==> config.mk <==
export PLATFORM = sky130hd
export DESIGN_NAME = cen_top
export DESIGN_NICKNAME = d
export VERILOG_FILES = /design/src/bus_pkg.sv /design/src/cen_pkg.sv /design/src/cen_channel.sv /design/src/cen_regs.sv /design/src/cen_tick_count.sv /design/src/cen_top.sv
export VERILOG_INCLUDE_DIRS = /design/src
export SDC_FILE = /design/constraint.sdc
export NUM_CORES = 2
export LEC_CHECK = 0
export BUFFER_PORTS_ARGS = -buffer_cell sky130_fd_sc_hd__buf_2
export CAP_MARGIN = 20
export CORE_MARGIN = 2
export CORE_UTILIZATION = 38
export CTS_BUF_LIST = sky130_fd_sc_hd__clkbuf_4 sky130_fd_sc_hd__clkbuf_8
export CTS_CLUSTER_SIZE = 14
export DETAILED_ROUTE_END_ITERATION = 8
export PLACE_DENSITY = 0.52
export REMOVE_ABC_BUFFERS = 1
export SETUP_SLACK_MARGIN = 0.5
export SLEW_MARGIN = 10
export SYNTH_ARGS = -nofsm -noshare
export SYNTH_HDL_FRONTEND = slang
export SYNTH_SLANG_ARGS = --single-unit
==> constraint.sdc <==
create_clock -name clk -period 6.8 [get_ports clk]
set_input_delay 0.68 -clock clk [delete_from_list [all_inputs] [get_ports clk]]
set_output_delay 0.68 -clock clk [all_outputs]
set_load 0.01 [all_outputs]
==> src/cen_defs.svh <==
/* Channel count, bus widths, counter and window widths, register map offsets */

`ifndef CEN_DEFS_SVH
`define CEN_DEFS_SVH

////////////////////
// Sizes

`define CEN_NCH     4           // Clock-enable channels
`define CEN_CNT_W   16          // Pulse counter width
`define CEN_WIN_W   16          // Window length width

`define CEN_ADDR_W  8           // AXI4-Lite address
`define CEN_DATA_W  32          // AXI4-Lite data

////////////////////
// Register map, byte offsets

`define REG_CTRL    8'h00       // Wr bit0 start, rd {done, busy}
`define REG_WINDOW  8'h04       // Window length in clk cycles
`define REG_ENABLE  8'h08       // Channel mask
`define REG_CFG0    8'h10       // CFG[i] at 0x10 + 4*i
`define REG_CNT0    8'h20       // COUNT[i] at 0x20 + 4*i, read only

`endif

==> src/bus_pkg.sv <==
/* AXI4-Lite response codes and register word index */

package bus_pkg;

    // Only the two codes the slave ever returns
    typedef enum logic [1:0] {
        OKAY   = 2'b00,
        SLVERR = 2'b10
    } axi_resp_t;

    // Word index, taken from address bits 5:2
    typedef logic [3:0] reg_idx_t;

endpackage

==> src/cen_pkg.sv <==
/* Channel mode and the configuration word with its fractional and integer views */

package cen_pkg;

    typedef enum logic {
        MODE_FRAC = 1'b0,   // Accumulate step, subtract limit
        MODE_INT  = 1'b1    // Modulo counter with phase
    } cen_mode_t;

    ////////////////////
    // Fractional view

    typedef struct packed {
        cen_mode_t   mode;      // Bit 31 in both views
        logic [14:0] step;      // Clamped to limit
        logic [15:0] limit;     // 0 gives no pulses
    } cen_frac_t;

    ////////////////////
    // Integer view

    typedef struct packed {
        cen_mode_t   mode;
        logic [6:0]  rsvd;
        logic [7:0]  phase;     // Pulse when counter equals phase
        logic [15:0] period;    // 0 gives no pulses
    } cen_int_t;

    // Mode bit sits at the same place, so it picks the view
    typedef union packed {
        cen_frac_t frac;
        cen_int_t  integ;
    } cen_cfg_u;

endpackage

==> src/cen_channel.sv <==
/* One clock-enable channel, fractional accumulator or modulo phase counter */

module cen_channel
    import cen_pkg::*;
(
    input  logic     clk,
    input  logic     rst_n,
    input  logic     clr,       // Latch cfg, restart
    input  logic     run,       // Window running
    input  logic     ena,       // Mask bit
    input  cen_cfg_u cfg,
    output logic     cen        // Registered one-cycle pulse
);

cen_cfg_u    cfg_q;             // Held for the whole window
logic [15:0] acc;               // Fractional accumulator
logic [15:0] k;                 // Modulo counter
logic [15:0] eff_step;
logic [16:0] acc_nx;
logic        acc_bad, frac_hit, int_hit;
logic [15:0] k_nx;

always_ff @(posedge clk or negedge rst_n) begin
    if (!rst_n)
        cfg_q <= '0;
    else if (clr)
        cfg_q <= cfg;
end

////////////////////
// Next-state terms

always_comb begin
    // Step never above limit
    eff_step = ({1'b0, cfg_q.frac.step} > cfg_q.frac.limit) ? cfg_q.frac.limit
                                                            : {1'b0, cfg_q.frac.step};
    acc_nx   = {1'b0, acc} + {1'b0, eff_step};
    // Accumulator can't legally reach limit, also true for limit 0
    acc_bad  = acc >= cfg_q.frac.limit;
    frac_hit = !acc_bad && acc_nx >= {1'b0, cfg_q.frac.limit};
    // Phase past period never matches
    int_hit  = cfg_q.integ.period != 16'd0 && k == {8'd0, cfg_q.integ.phase};
    k_nx     = (k + 16'd1 >= cfg_q.integ.period) ? 16'd0 : k + 16'd1;
end

always_ff @(posedge clk or negedge rst_n) begin
    if (!rst_n) begin
        acc <= '0;
        k   <= '0;
        cen <= 1'b0;
    end else begin
        cen <= 1'b0;
        if (clr) begin
            acc <= '0;
            k   <= '0;
        end else if (run) begin
            if (cfg_q.frac.mode == MODE_INT) begin
                k   <= k_nx;
                cen <= ena && int_hit;
            end else if (acc_bad) begin
                acc <= '0;                      // Restart
            end else if (frac_hit) begin
                acc <= acc_nx[15:0] - cfg_q.frac.limit;
                cen <= ena;
            end else begin
                acc <= acc_nx[15:0];
            end
        end
    end
end

endmodule

==> src/cen_regs.sv <==
/* AXI4-Lite slave with register file, window timer and start/clear sequencing */

`include "cen_defs.svh"

module cen_regs
    import bus_pkg::*, cen_pkg::*;
(
    input  logic                                 clk,
    input  logic                                 rst_n,
    // Write address and data
    input  logic [`CEN_ADDR_W-1:0]               awaddr,
    input  logic                                 awvalid,
    output logic                                 awready,
    input  logic [`CEN_DATA_W-1:0]               wdata,
    input  logic                                 wvalid,
    output logic                                 wready,
    output axi_resp_t                            bresp,
    output logic                                 bvalid,
    input  logic                                 bready,
    // Read
    input  logic [`CEN_ADDR_W-1:0]               araddr,
    input  logic                                 arvalid,
    output logic                                 arready,
    output logic [`CEN_DATA_W-1:0]               rdata,
    output axi_resp_t                            rresp,
    output logic                                 rvalid,
    input  logic                                 rready,
    // To channels and counters
    output logic                                 clr,
    output logic                                 run,
    output cen_cfg_u [`CEN_NCH-1:0]              cfg,
    output logic [`CEN_NCH-1:0]                  ena_mask,
    input  logic [`CEN_NCH-1:0][`CEN_CNT_W-1:0]  cnt
);

localparam reg_idx_t IDX_CTRL   = reg_idx_t'(`REG_CTRL >> 2);
localparam reg_idx_t IDX_WINDOW = reg_idx_t'(`REG_WINDOW >> 2);
localparam reg_idx_t IDX_ENABLE = reg_idx_t'(`REG_ENABLE >> 2);
localparam reg_idx_t IDX_CFG0   = reg_idx_t'(`REG_CFG0 >> 2);
localparam reg_idx_t IDX_CNT0   = reg_idx_t'(`REG_CNT0 >> 2);
localparam int       CH_W       = $clog2(`CEN_NCH);

logic                   wr_hs, rd_hs;
reg_idx_t               wr_idx, rd_idx;
logic                   wr_map, rd_map;     // Address bits outside 5:2 clear
logic                   wr_cfg, rd_cfg, rd_cnt, wr_ok;
logic [CH_W-1:0]        wr_ch, rd_cfg_ch, rd_cnt_ch;
logic                   start;
logic [`CEN_DATA_W-1:0] rd_data;
logic                   rd_ok;
logic [`CEN_WIN_W-1:0]  window_r;
logic [`CEN_WIN_W-1:0]  win_cnt;            // Run cycles left
logic [1:0]             drain;              // Wait for last count to land
logic                   busy, done;

////////////////////
// Address decode

assign wr_hs  = awready && awvalid && wvalid;   // wready mirrors awready
assign rd_hs  = arready && arvalid;
assign wr_idx = awaddr[5:2];
assign rd_idx = araddr[5:2];
assign wr_map = awaddr[`CEN_ADDR_W-1:6] == '0 && awaddr[1:0] == 2'd0;
assign rd_map = araddr[`CEN_ADDR_W-1:6] == '0 && araddr[1:0] == 2'd0;

assign wr_ch     = CH_W'(wr_idx - IDX_CFG0);
assign rd_cfg_ch = CH_W'(rd_idx - IDX_CFG0);
assign rd_cnt_ch = CH_W'(rd_idx - IDX_CNT0);
assign wr_cfg    = wr_map && wr_idx >= IDX_CFG0 && wr_idx < IDX_CFG0 + `CEN_NCH;
assign rd_cfg    = rd_map && rd_idx >= IDX_CFG0 && rd_idx < IDX_CFG0 + `CEN_NCH;
assign rd_cnt    = rd_map && rd_idx >= IDX_CNT0 && rd_idx < IDX_CNT0 + `CEN_NCH;

// COUNT is not writable, so it falls in with unmapped
assign wr_ok = wr_cfg || (wr_map && (wr_idx == IDX_CTRL || wr_idx == IDX_WINDOW ||
                                     wr_idx == IDX_ENABLE));
assign start = wr_hs && wr_map && wr_idx == IDX_CTRL && wdata[0] && !busy;

always_comb begin
    rd_data = '0;                               // Unmapped reads 0
    rd_ok   = 1'b1;
    if (rd_map && rd_idx == IDX_CTRL)   rd_data = `CEN_DATA_W'({done, busy});
    else if (rd_map && rd_idx == IDX_WINDOW) rd_data = `CEN_DATA_W'(window_r);
    else if (rd_map && rd_idx == IDX_ENABLE) rd_data = `CEN_DATA_W'(ena_mask);
    else if (rd_cfg) rd_data = cfg[rd_cfg_ch];
    else if (rd_cnt) rd_data = `CEN_DATA_W'(cnt[rd_cnt_ch]);
    else rd_ok = 1'b0;
end

////////////////////
// Handshakes

always_ff @(posedge clk or negedge rst_n) begin
    if (!rst_n) begin
        awready <= 1'b0;
        wready  <= 1'b0;
        bvalid  <= 1'b0;
        bresp   <= OKAY;
        arready <= 1'b0;
        rvalid  <= 1'b0;
        rresp   <= OKAY;
        rdata   <= '0;
    end else begin
        // Ready pulses for a single cycle
        awready <= !awready && awvalid && wvalid && !bvalid;
        wready  <= !awready && awvalid && wvalid && !bvalid;
        arready <= !arready && arvalid && !rvalid;
        if (wr_hs) begin
            bvalid <= 1'b1;
            bresp  <= wr_ok ? OKAY : SLVERR;
        end else if (bready) begin
            bvalid <= 1'b0;                     // Held until accepted
        end
        if (rd_hs) begin
            rvalid <= 1'b1;
            rresp  <= rd_ok ? OKAY : SLVERR;
            rdata  <= rd_data;
        end else if (rready) begin
            rvalid <= 1'b0;
        end
    end
end

// Register file
always_ff @(posedge clk or negedge rst_n) begin
    if (!rst_n) begin
        window_r <= '0;
        ena_mask <= '0;
        cfg      <= '0;
    end else if (wr_hs) begin
        if (wr_map && wr_idx == IDX_WINDOW) window_r <= wdata[`CEN_WIN_W-1:0];
        if (wr_map && wr_idx == IDX_ENABLE) ena_mask <= wdata[`CEN_NCH-1:0];
        if (wr_cfg) cfg[wr_ch] <= wdata;
    end
end

////////////////////
// Window sequencer

always_ff @(posedge clk or negedge rst_n) begin
    if (!rst_n) begin
        clr     <= 1'b0;
        run     <= 1'b0;
        win_cnt <= '0;
        drain   <= 2'd0;
        busy    <= 1'b0;
        done    <= 1'b0;
    end else begin
        clr <= start;                           // One cycle after the handshake
        if (start) begin
            busy    <= 1'b1;
            done    <= 1'b0;
            win_cnt <= window_r;
        end
        if (clr) begin
            run <= win_cnt != '0;
            if (win_cnt == '0) drain <= 2'd2;   // Empty window
        end else if (run) begin
            win_cnt <= win_cnt - 1'b1;
            if (win_cnt == 1) begin
                run   <= 1'b0;
                drain <= 2'd2;                  // Pulse stage then count stage
            end
        end else if (drain != 2'd0) begin
            drain <= drain - 2'd1;
            if (drain == 2'd1) begin
                busy <= 1'b0;
                done <= 1'b1;                   // Counts are final now
            end
        end
    end
end

endmodule

==> src/cen_tick_count.sv <==
/* Saturating pulse counters, one per channel */

`include "cen_defs.svh"

module cen_tick_count (
    input  logic                                 clk,
    input  logic                                 rst_n,
    input  logic                                 clr,   // Window start
    input  logic [`CEN_NCH-1:0]                  cen,   // Channel pulses
    output logic [`CEN_NCH-1:0][`CEN_CNT_W-1:0]  cnt
);

////////////////////
// Counters

always_ff @(posedge clk or negedge rst_n) begin
    if (!rst_n) begin
        cnt <= '0;
    end else begin
        for (int i = 0; i < `CEN_NCH; i++) begin
            if (clr)
                cnt[i] <= '0;
            else if (cen[i] && cnt[i] != '1)   // Stick at all ones
                cnt[i] <= cnt[i] + 1'b1;
        end
    end
end

endmodule

==> src/cen_top.sv <==
/* Top level, register block, channel array and pulse counters */

`include "cen_defs.svh"

module cen_top
    import bus_pkg::*, cen_pkg::*;
(
    input  logic                   clk,
    input  logic                   rst_n,
    input  logic [`CEN_ADDR_W-1:0] awaddr,
    input  logic                   awvalid,
    output logic                   awready,
    input  logic [`CEN_DATA_W-1:0] wdata,
    input  logic                   wvalid,
    output logic                   wready,
    output axi_resp_t              bresp,
    output logic                   bvalid,
    input  logic                   bready,
    input  logic [`CEN_ADDR_W-1:0] araddr,
    input  logic                   arvalid,
    output logic                   arready,
    output logic [`CEN_DATA_W-1:0] rdata,
    output axi_resp_t              rresp,
    output logic                   rvalid,
    input  logic                   rready,
    output logic [`CEN_NCH-1:0]    cen
);

logic                                clr, run;
cen_cfg_u [`CEN_NCH-1:0]             cfg;
logic [`CEN_NCH-1:0]                 ena_mask;
logic [`CEN_NCH-1:0][`CEN_CNT_W-1:0] cnt;

cen_regs u_regs (
    .clk, .rst_n,
    .awaddr, .awvalid, .awready, .wdata, .wvalid, .wready,
    .bresp, .bvalid, .bready,
    .araddr, .arvalid, .arready, .rdata, .rresp, .rvalid, .rready,
    .clr, .run, .cfg, .ena_mask, .cnt
);

// One divider per channel
for (genvar i = 0; i < `CEN_NCH; i++) begin : g_ch
    cen_channel u_ch (
        .clk, .rst_n, .clr, .run,
        .ena (ena_mask[i]),
        .cfg (cfg[i]),
        .cen (cen[i])
    );
end

cen_tick_count u_count (.clk, .rst_n, .clr, .cen, .cnt);

endmodule

### Word-level counts from Yosys, hierarchy flattened

Index checks and enable logic that the tools add are counted.

| word-level totals | value |
|---|---|
| flip-flop bits (word level) | 534 |
| input bits | 55 |

| cells by class | value |
|---|---|
| add/subtract/negate cells | 21 |
| $lt $le $gt $ge | 26 |
| equality and inequality tests | 20 |
| multiplexer cells | 112 |
| reduce and logical (&&, ||, !) cells | 92 |

Operator list:

| kind | count |
|---|---|
| $mux 16 | 53 |
| $mux 32 | 6 |
| $add 16x1->16 const B | 8 |
| $bwmux 128 | 1 |
| $ge 16x16->1 | 8 |
| $reduce_bool 16->1 | 5 |
| $add 16x16->17 | 4 |
| $ge 17x16->1 | 4 |
| $bmux 32 s2 | 1 |
| $demux 32 s2 | 1 |
| $eq 16x8->1 | 4 |
| $gt 15x16->1 | 4 |
| $ne 16x16->1 const B | 4 |
| $sub 16x16->16 | 4 |
| $logic_and 1x1->1 | 43 |
| $mux 1 | 42 |
| $bmux 16 s2 | 1 |
| $reduce_bool 2->1 | 12 |
| $reduce_and 2->1 | 11 |
| $eq 16x1->1 const B | 1 |
| $logic_not 16->1 | 1 |
| $sub 16x1->16 const B | 1 |
| $mux 2 | 7 |
| $lt 4x4->1 const B | 3 |
| 16 further kinds | 42 |

### Longest topological paths before layout

| logic depth | value |
|---|---|
| word-level depth | 11 |
| depth in mapped cells | 34 |

### By module

From an unflattened synthesis, not the netlist that was laid out.

| unflattened totals | value |
|---|---|
| cell total of the unflattened synthesis | 3611 |
| area, all modules | 36505.0 µm² |

By module, submodules not included:

| module | times used | cells each | area an instance (µm²) |
|---|---|---|---|
| cen_channel at g_ch[2].u_ch ... | 2 | 659 | 5987.0 |
| cen_regs | 1 | 703 | 9778.1 |
| cen_channel at g_ch[0].u_ch | 1 | 617 | 5694.2 |
| cen_channel at g_ch[1].u_ch | 1 | 617 | 5654.2 |
| cen_tick_count | 1 | 356 | 3404.5 |

### Worst setup path after synthesis

OpenSTA, ideal clock, no wires.

| path | value |
|---|---|
| path type | register to register |
| start | register g_ch[1].u_ch.cfg_q[1] (netlist name) |
| end | register g_ch[1].u_ch.acc[15] |
| library setup time | 0.127 ns |
| data arrival time | 6.174 ns |
| required time | 6.673 ns |
| path slack | 0.499 ns |
| cell stages (with the launch flop) | 35 |
| clock period less this slack | 6.301 ns |
| cells stage by stage | dfrtp_1 inv_1 ha_1 nor2b_1 o21ai_0 nand2b_1 a21oi_1 o21ai_0 nand3_1 a21boi_0 a2bb2oi_1 buf_2 mux2_2 ha_1 inv_1 fa_1 nor2b_1 o2111ai_1 a21boi_1 o21ai_0 a2111o_1 nand2b_1 a21oi_1 xnor2_1 ha_1 a2111oi_0 o31ai_1 o21ai_0 inv_1 a2111oi_2 o211ai_2 nand2_2 buf_4 mux2i_1 o2bb2ai_1 |

| on the way | value |
|---|---|
| cells in the longest elaborated chain, start to end | 10 |

RTL lines:

| element | RTL line | text |
|---|---|---|
| start: declaration | cen_channel.sv:15 | `cen_cfg_u cfg_q;` |
| start signal: assignment | cen_channel.sv:27 | `cfg_q <= cfg;` |
| $gt 15x16->1 | cen_channel.sv:35 | `eff_step = ({1'b0, cfg_q.frac.step} > cfg_q.frac.limit) ? cfg_q.frac.limit` |
| $mux 16 | cen_channel.sv:35 |  |
| $add 16x16->17 | cen_channel.sv:37 | `acc_nx = {1'b0, acc} + {1'b0, eff_step};` |
| $ge 17x16->1 | cen_channel.sv:40 | `frac_hit = !acc_bad && acc_nx >= {1'b0, cfg_q.frac.limit};` |
| $logic_and 1x1->1 | cen_channel.sv:40 |  |
| $mux 16 | cen_channel.sv:62 | `end else if (frac_hit) begin` |
| $mux 16 * | cen_channel.sv:60 | `end else if (acc_bad) begin` |
| $mux 16 * | cen_channel.sv:57 | `if (cfg_q.frac.mode == MODE_INT) begin` |
| $mux 16 * | cen_channel.sv:56 | `end else if (run) begin` |
| $mux 16 * | cen_channel.sv:53 | `if (clr) begin` |
| end signal: assignment | cen_channel.sv:63 | `acc <= acc_nx[15:0] - cfg_q.frac.limit;` |
| end signal: assignment | cen_channel.sv:66 | `acc <= acc_nx[15:0];` |
| end: declaration | cen_channel.sv:16 | `logic [15:0] acc;` |

Every way passes the cells marked *; elsewhere a longest branch is shown, timed or not. The select of a mux whose other input is x is not followed.
A chain may end at the register's enable or synchronous reset.

### Worst setup path in the final report

| path | value |
|---|---|
| start | register g_ch[3].u_ch.cfg_q[18] (netlist name) |
| end | register g_ch[3].u_ch.acc[11] |

| on the way | value |
|---|---|
| cells in the longest elaborated chain, start to end | 10 |

RTL lines:

| element | RTL line |
|---|---|
| start: declaration | cen_channel.sv:15 |
| start signal: assignment | cen_channel.sv:27 |
| $gt 15x16->1 | cen_channel.sv:35 |
| $mux 16 * | cen_channel.sv:35 |
| $add 16x16->17 * | cen_channel.sv:37 |
| $ge 17x16->1 | cen_channel.sv:40 |
| $logic_and 1x1->1 | cen_channel.sv:40 |
| $mux 16 * | cen_channel.sv:62 |
| $mux 16 * | cen_channel.sv:60 |
| $mux 16 * | cen_channel.sv:57 |
| $mux 16 * | cen_channel.sv:56 |
| $mux 16 * | cen_channel.sv:53 |
| end signal: assignment | cen_channel.sv:63 |
| end signal: assignment | cen_channel.sv:66 |
| end: declaration | cen_channel.sv:16 |

Marks and branches as above.

==> summary by stage <==
Power and ir drop
The analysis attributes to net switching a power of 1660 µW. The power density over the cells is 168 mW/mm². The static leakage power is 0.0196 µW. Of the total power, combinational logic draws 0.035. The internal power summed over all cells is 5250 µW.

Of the total power, registers draw 0.462. The clock network fraction of total power is 0.503. The overall power consumption is 6900 µW. The net switching share of the total power is 0.240. The peak supply drop is 120 µV.

Hold path
The worst hold path class is primary input to flop.

Synth
Yosys printed 0 warnings. sky130_fd_sc_hd__dfrtp_1 takes more of the synthesized area than any other cell. In this run the mean area of a mapped cell was 10.0 µm². The synthesized design contains 532 register bits.

By area the synthesized netlist is led by sky130_fd_sc_hd__dfrtp_1, sky130_fd_sc_hd__ha_1, sky130_fd_sc_hd__mux2_2. The sequential fraction of the synthesis area is 0.379. Counting every instance in the synthesized netlist gives 3501. The share of flip-flops with an asynchronous set or reset is 1.00. For this run, the leading register cell type out of synthesis is sky130_fd_sc_hd__dfrtp_1. Of the post-synthesis cell area, the dominant cell type holds 0.379. After synthesis, the netlist uses 84 different library cells.

Counting flops with a built-in enable in the synthesized netlist gives 0. The cell area after technology mapping is 0.0352 mm².

Die
The floorplan has 111 rows. The number of top-level pins is 100. The die is 308 µm wide. The die is 308 µm tall. The effective utilization at floorplan is 0.384. The die covers 0.0950 mm². The area of the core is 0.0917 mm².

STA
The number of hold violations in the final report is 0. The maximum clock skew at final layout is 33.7 ps. The measured slew at the worst slew-check pin is 1040 ps. Derived from the worst setup path, the maximum achievable clock frequency is 164 MHz.

Headroom to the max-slew limit came out at 0.303. The summed negative setup slack over all endpoints is 0 ps. The number of failing setup endpoints in the final timing report is 0. After layout, the minimum clock period comes to 6080 ps. The post-route clock period utilization is 0.894.

The count of final max-slew check failures is 0. The worst hold margin is 157 ps. Setup repair after global routing left no endpoint under its margin.

Routing
After detailed routing, the total wire length is 113 mm. The number of vias per cell after detailed routing is 5.60. The post-detailed-route count of antenna-violating nets is 0. The number of DRC violations after detailed-routing iteration 0 is 1882. The detailed-routing iteration count for the pre-antenna-repair pass is 5.

For this run, design rule violations remaining after detail routing come to 0. The number of vias after detailed routing is 28100. In the final routed layout, each cell accounts on average for 22.5 µm.

Worst setup path
The most frequent cell on the critical path is sky130_fd_sc_hd__a21oi_2. The cell count of the worst reg-to-reg path is 32. The worst register-to-register path has a setup slack of 720 ps. The startpoint of the worst-slack reg-to-reg timing path is g_ch[3].u_ch.cfg_q[18]. On the critical path the largest part of the delay comes from compound AO/OA/AOI/OAI gates.

The required time reported for the critical path endpoint is 7370 ps. On the critical path, the stage with the largest delay is an instance of sky130_fd_sc_hd__dfrtp_1. The cell count along the critical path is 32. The startpoint type of the worst setup path is a flop. The worst setup path category is flop to flop. The worst setup path endpoint is g_ch[3].u_ch.acc[11]. Together, buffers and inverters on the worst path number 5. Tracing the worst setup path back leads to its startpoint at g_ch[3].u_ch.cfg_q[18]. The largest single stage delay on the critical path is 420 ps. The top fanout value on the critical path is 7. The capturing point of the worst reg2reg path is g_ch[3].u_ch.acc[11].

Data on the critical path arrives at its endpoint at 6650 ps. The critical path capture point type is a flop.

Finish
The most common cell after layout, fill and taps aside is sky130_fd_sc_hd__dfrtp_1. The final cell count without fillers is 5029. The net count of the finished layout is 4145.

In the layout the commonest cells are sky130_fd_sc_hd__dfrtp_1, sky130_fd_sc_hd__ha_1, sky130_fd_sc_hd__nand2_1. The area growth from synthesis to final layout is 16.9%. The fraction of final layout cells sized beyond drive strength 1 is 0.243. The layout has 8797 filler cells.

Placed design
Port buffering added 97 buffers. Detailed placement ended at an HPWL of 84.0 mm. At the end of routability-driven placement, the weighted congestion stood at 0.884.

The number of placed instances, taps included, is 4757.

Run status
The flow ran to the end, and the final reports show no timing, DRC or antenna violations.

Clocking
At the later pin of the worst-skew pair, clock insertion delay measures 740 ps. The worst-case clock buffer depth is 3. CTS placed an instance of sky130_fd_sc_hd__clkbuf_8 at the clock tree root. The clock drives 532 sinks. The TritonCTS clock tree is built. The number of clock buffers inserted by TritonCTS is 100. The number of H-tree levels is 3. The clock transition time at the flip-flop clock pins of the worst setup and hold paths is 60 ps.

GRT
The number of global-route vias before repair came to 27700. The number of antenna violations at the first check in global routing is 19. The aggregate global routing overflow is 0. The total global routing track utilization is 0.237. Entering global routing, the biggest net connects 112 pins. The first global-routing pass estimated 173 mm of wire.

Run
The number of maximum-capacitance constraint violations is 0.
[Yosys cell counts, drive strengths merged, types with 5 or more instances]
cell     instances
clkbuf          99
mux2i           58
o22ai            9
o21ai          257
and3            44
xnor2          123
buf             37
a211oi          20
o41ai            6
a22o            60
mux2           272
o21bai          14
inv            142
a311oi           6
or3             25
o31ai           18
nor3            42
a21oi          184
a31oi           17
a221o           11
nand3           93
mux4            48
nand2b          31
o21a            36
a2111oi         10
fa               8
a21boi          11
ha             328
nor4            42
xor2           105
a21o            75
nor2           210
dfrtp          532
nand2          294
and2             8
and4             5
o31a            10
nand4           67
or2             13
o211ai          25
o311ai           5
nor2b           41
[sequential cells by signal, summed over array words and instances, names as in the netlist, 2 cells and up]
signal / flops
g_ch.u_ch.cen: 4
g_ch.u_ch.cfg_q: 128
u_regs.cfg: 128
g_ch.u_ch.acc: 64
u_regs.drain: 2
u_regs.win_cnt: 16
u_count.cnt: 64
u_regs.rdata: 32
u_regs.ena_mask: 4
u_regs.window_r: 16
g_ch.u_ch.k: 64
[what timing repair did]
action / CTS / global route
pin swaps: 14 / 67
hold buffers: 1 / 0
gates resized for setup: 34 / 132
endpoints found under the hold margin: 73 / 0
buffers inserted: 21 / 53
gates cloned: 1 / 4
endpoints found under the setup margin: 55 / 68
[layout make-up]
cell class | instances | area (µm²) | share of cell area
flip-flops and latches | 532 | 13300 | 0.324
diodes | 14 | 35.0 | 0.000852
multi-input cells | 2695 | 21500 | 0.523
clock buffers | 152 | 1930 | 0.0469
well taps | 1186 | 1480 | 0.0361
inverters | 143 | 537 | 0.0131
clock inverters | 25 | 265 | 0.00645
repair buffers | 282 | 2040 | 0.0496
[how the worst min path moves through the flow]
stage | start | to | slack (ps) | depth (start not counted)
after floorplan | rst_n | g_ch[0].u_ch.acc[0] | 380 | 0
after global placement | u_regs.bvalid | u_regs.awready | 440 | 1
after detailed placement | u_regs.bvalid | u_regs.awready | 450 | 1
after CTS | rready | u_regs.rvalid | 110 | 2
after global routing | rready | u_regs.rvalid | 120 | 2
final | bready | u_regs.bvalid | 160 | 2
[power by group through the flow]
stage | sequential [µW] | clock (µW) | combinational, µW
final | 3190 | 3470 | 239
after global routing | 3190 | 3710 | 266
after CTS | 3190 | 3560 | 235
after detailed placement | 3250 | 0 | 231
after global placement | 3250 | 0 | 230
after floorplan | 3240 | 0 | 68.9
[per-layer routing]
layer / GRT usage / routed length (µm)
met5: 0 / 38
met3: 0.0357 / 5260
met2: 0.365 / 50600
met4: 0.0666 / 3090
met1: 0.346 / 54200
[through the flow]
step	setup WS, ps	instance area [µm²]	utilization
finish	720	41100	0.448
global route	404	41100	0.448
CTS	505	40000	0.436
detailed placement	-9.19	37500	0.409
global placement	50.9	37500	0.409
floorplan	-85.5	34600	-
[kinds of logic after synthesis]
logic type      Yosys count  synth area share
flops                   532             0.379
xor+xnor                228            0.0568
fa+ha+maj               336             0.121
buf+inv                 279            0.0321
other cells               1          0.000107
mux                     378             0.134
simple gates            927             0.125
compound gates          820             0.151
Power figures use the tool's default switching activity.
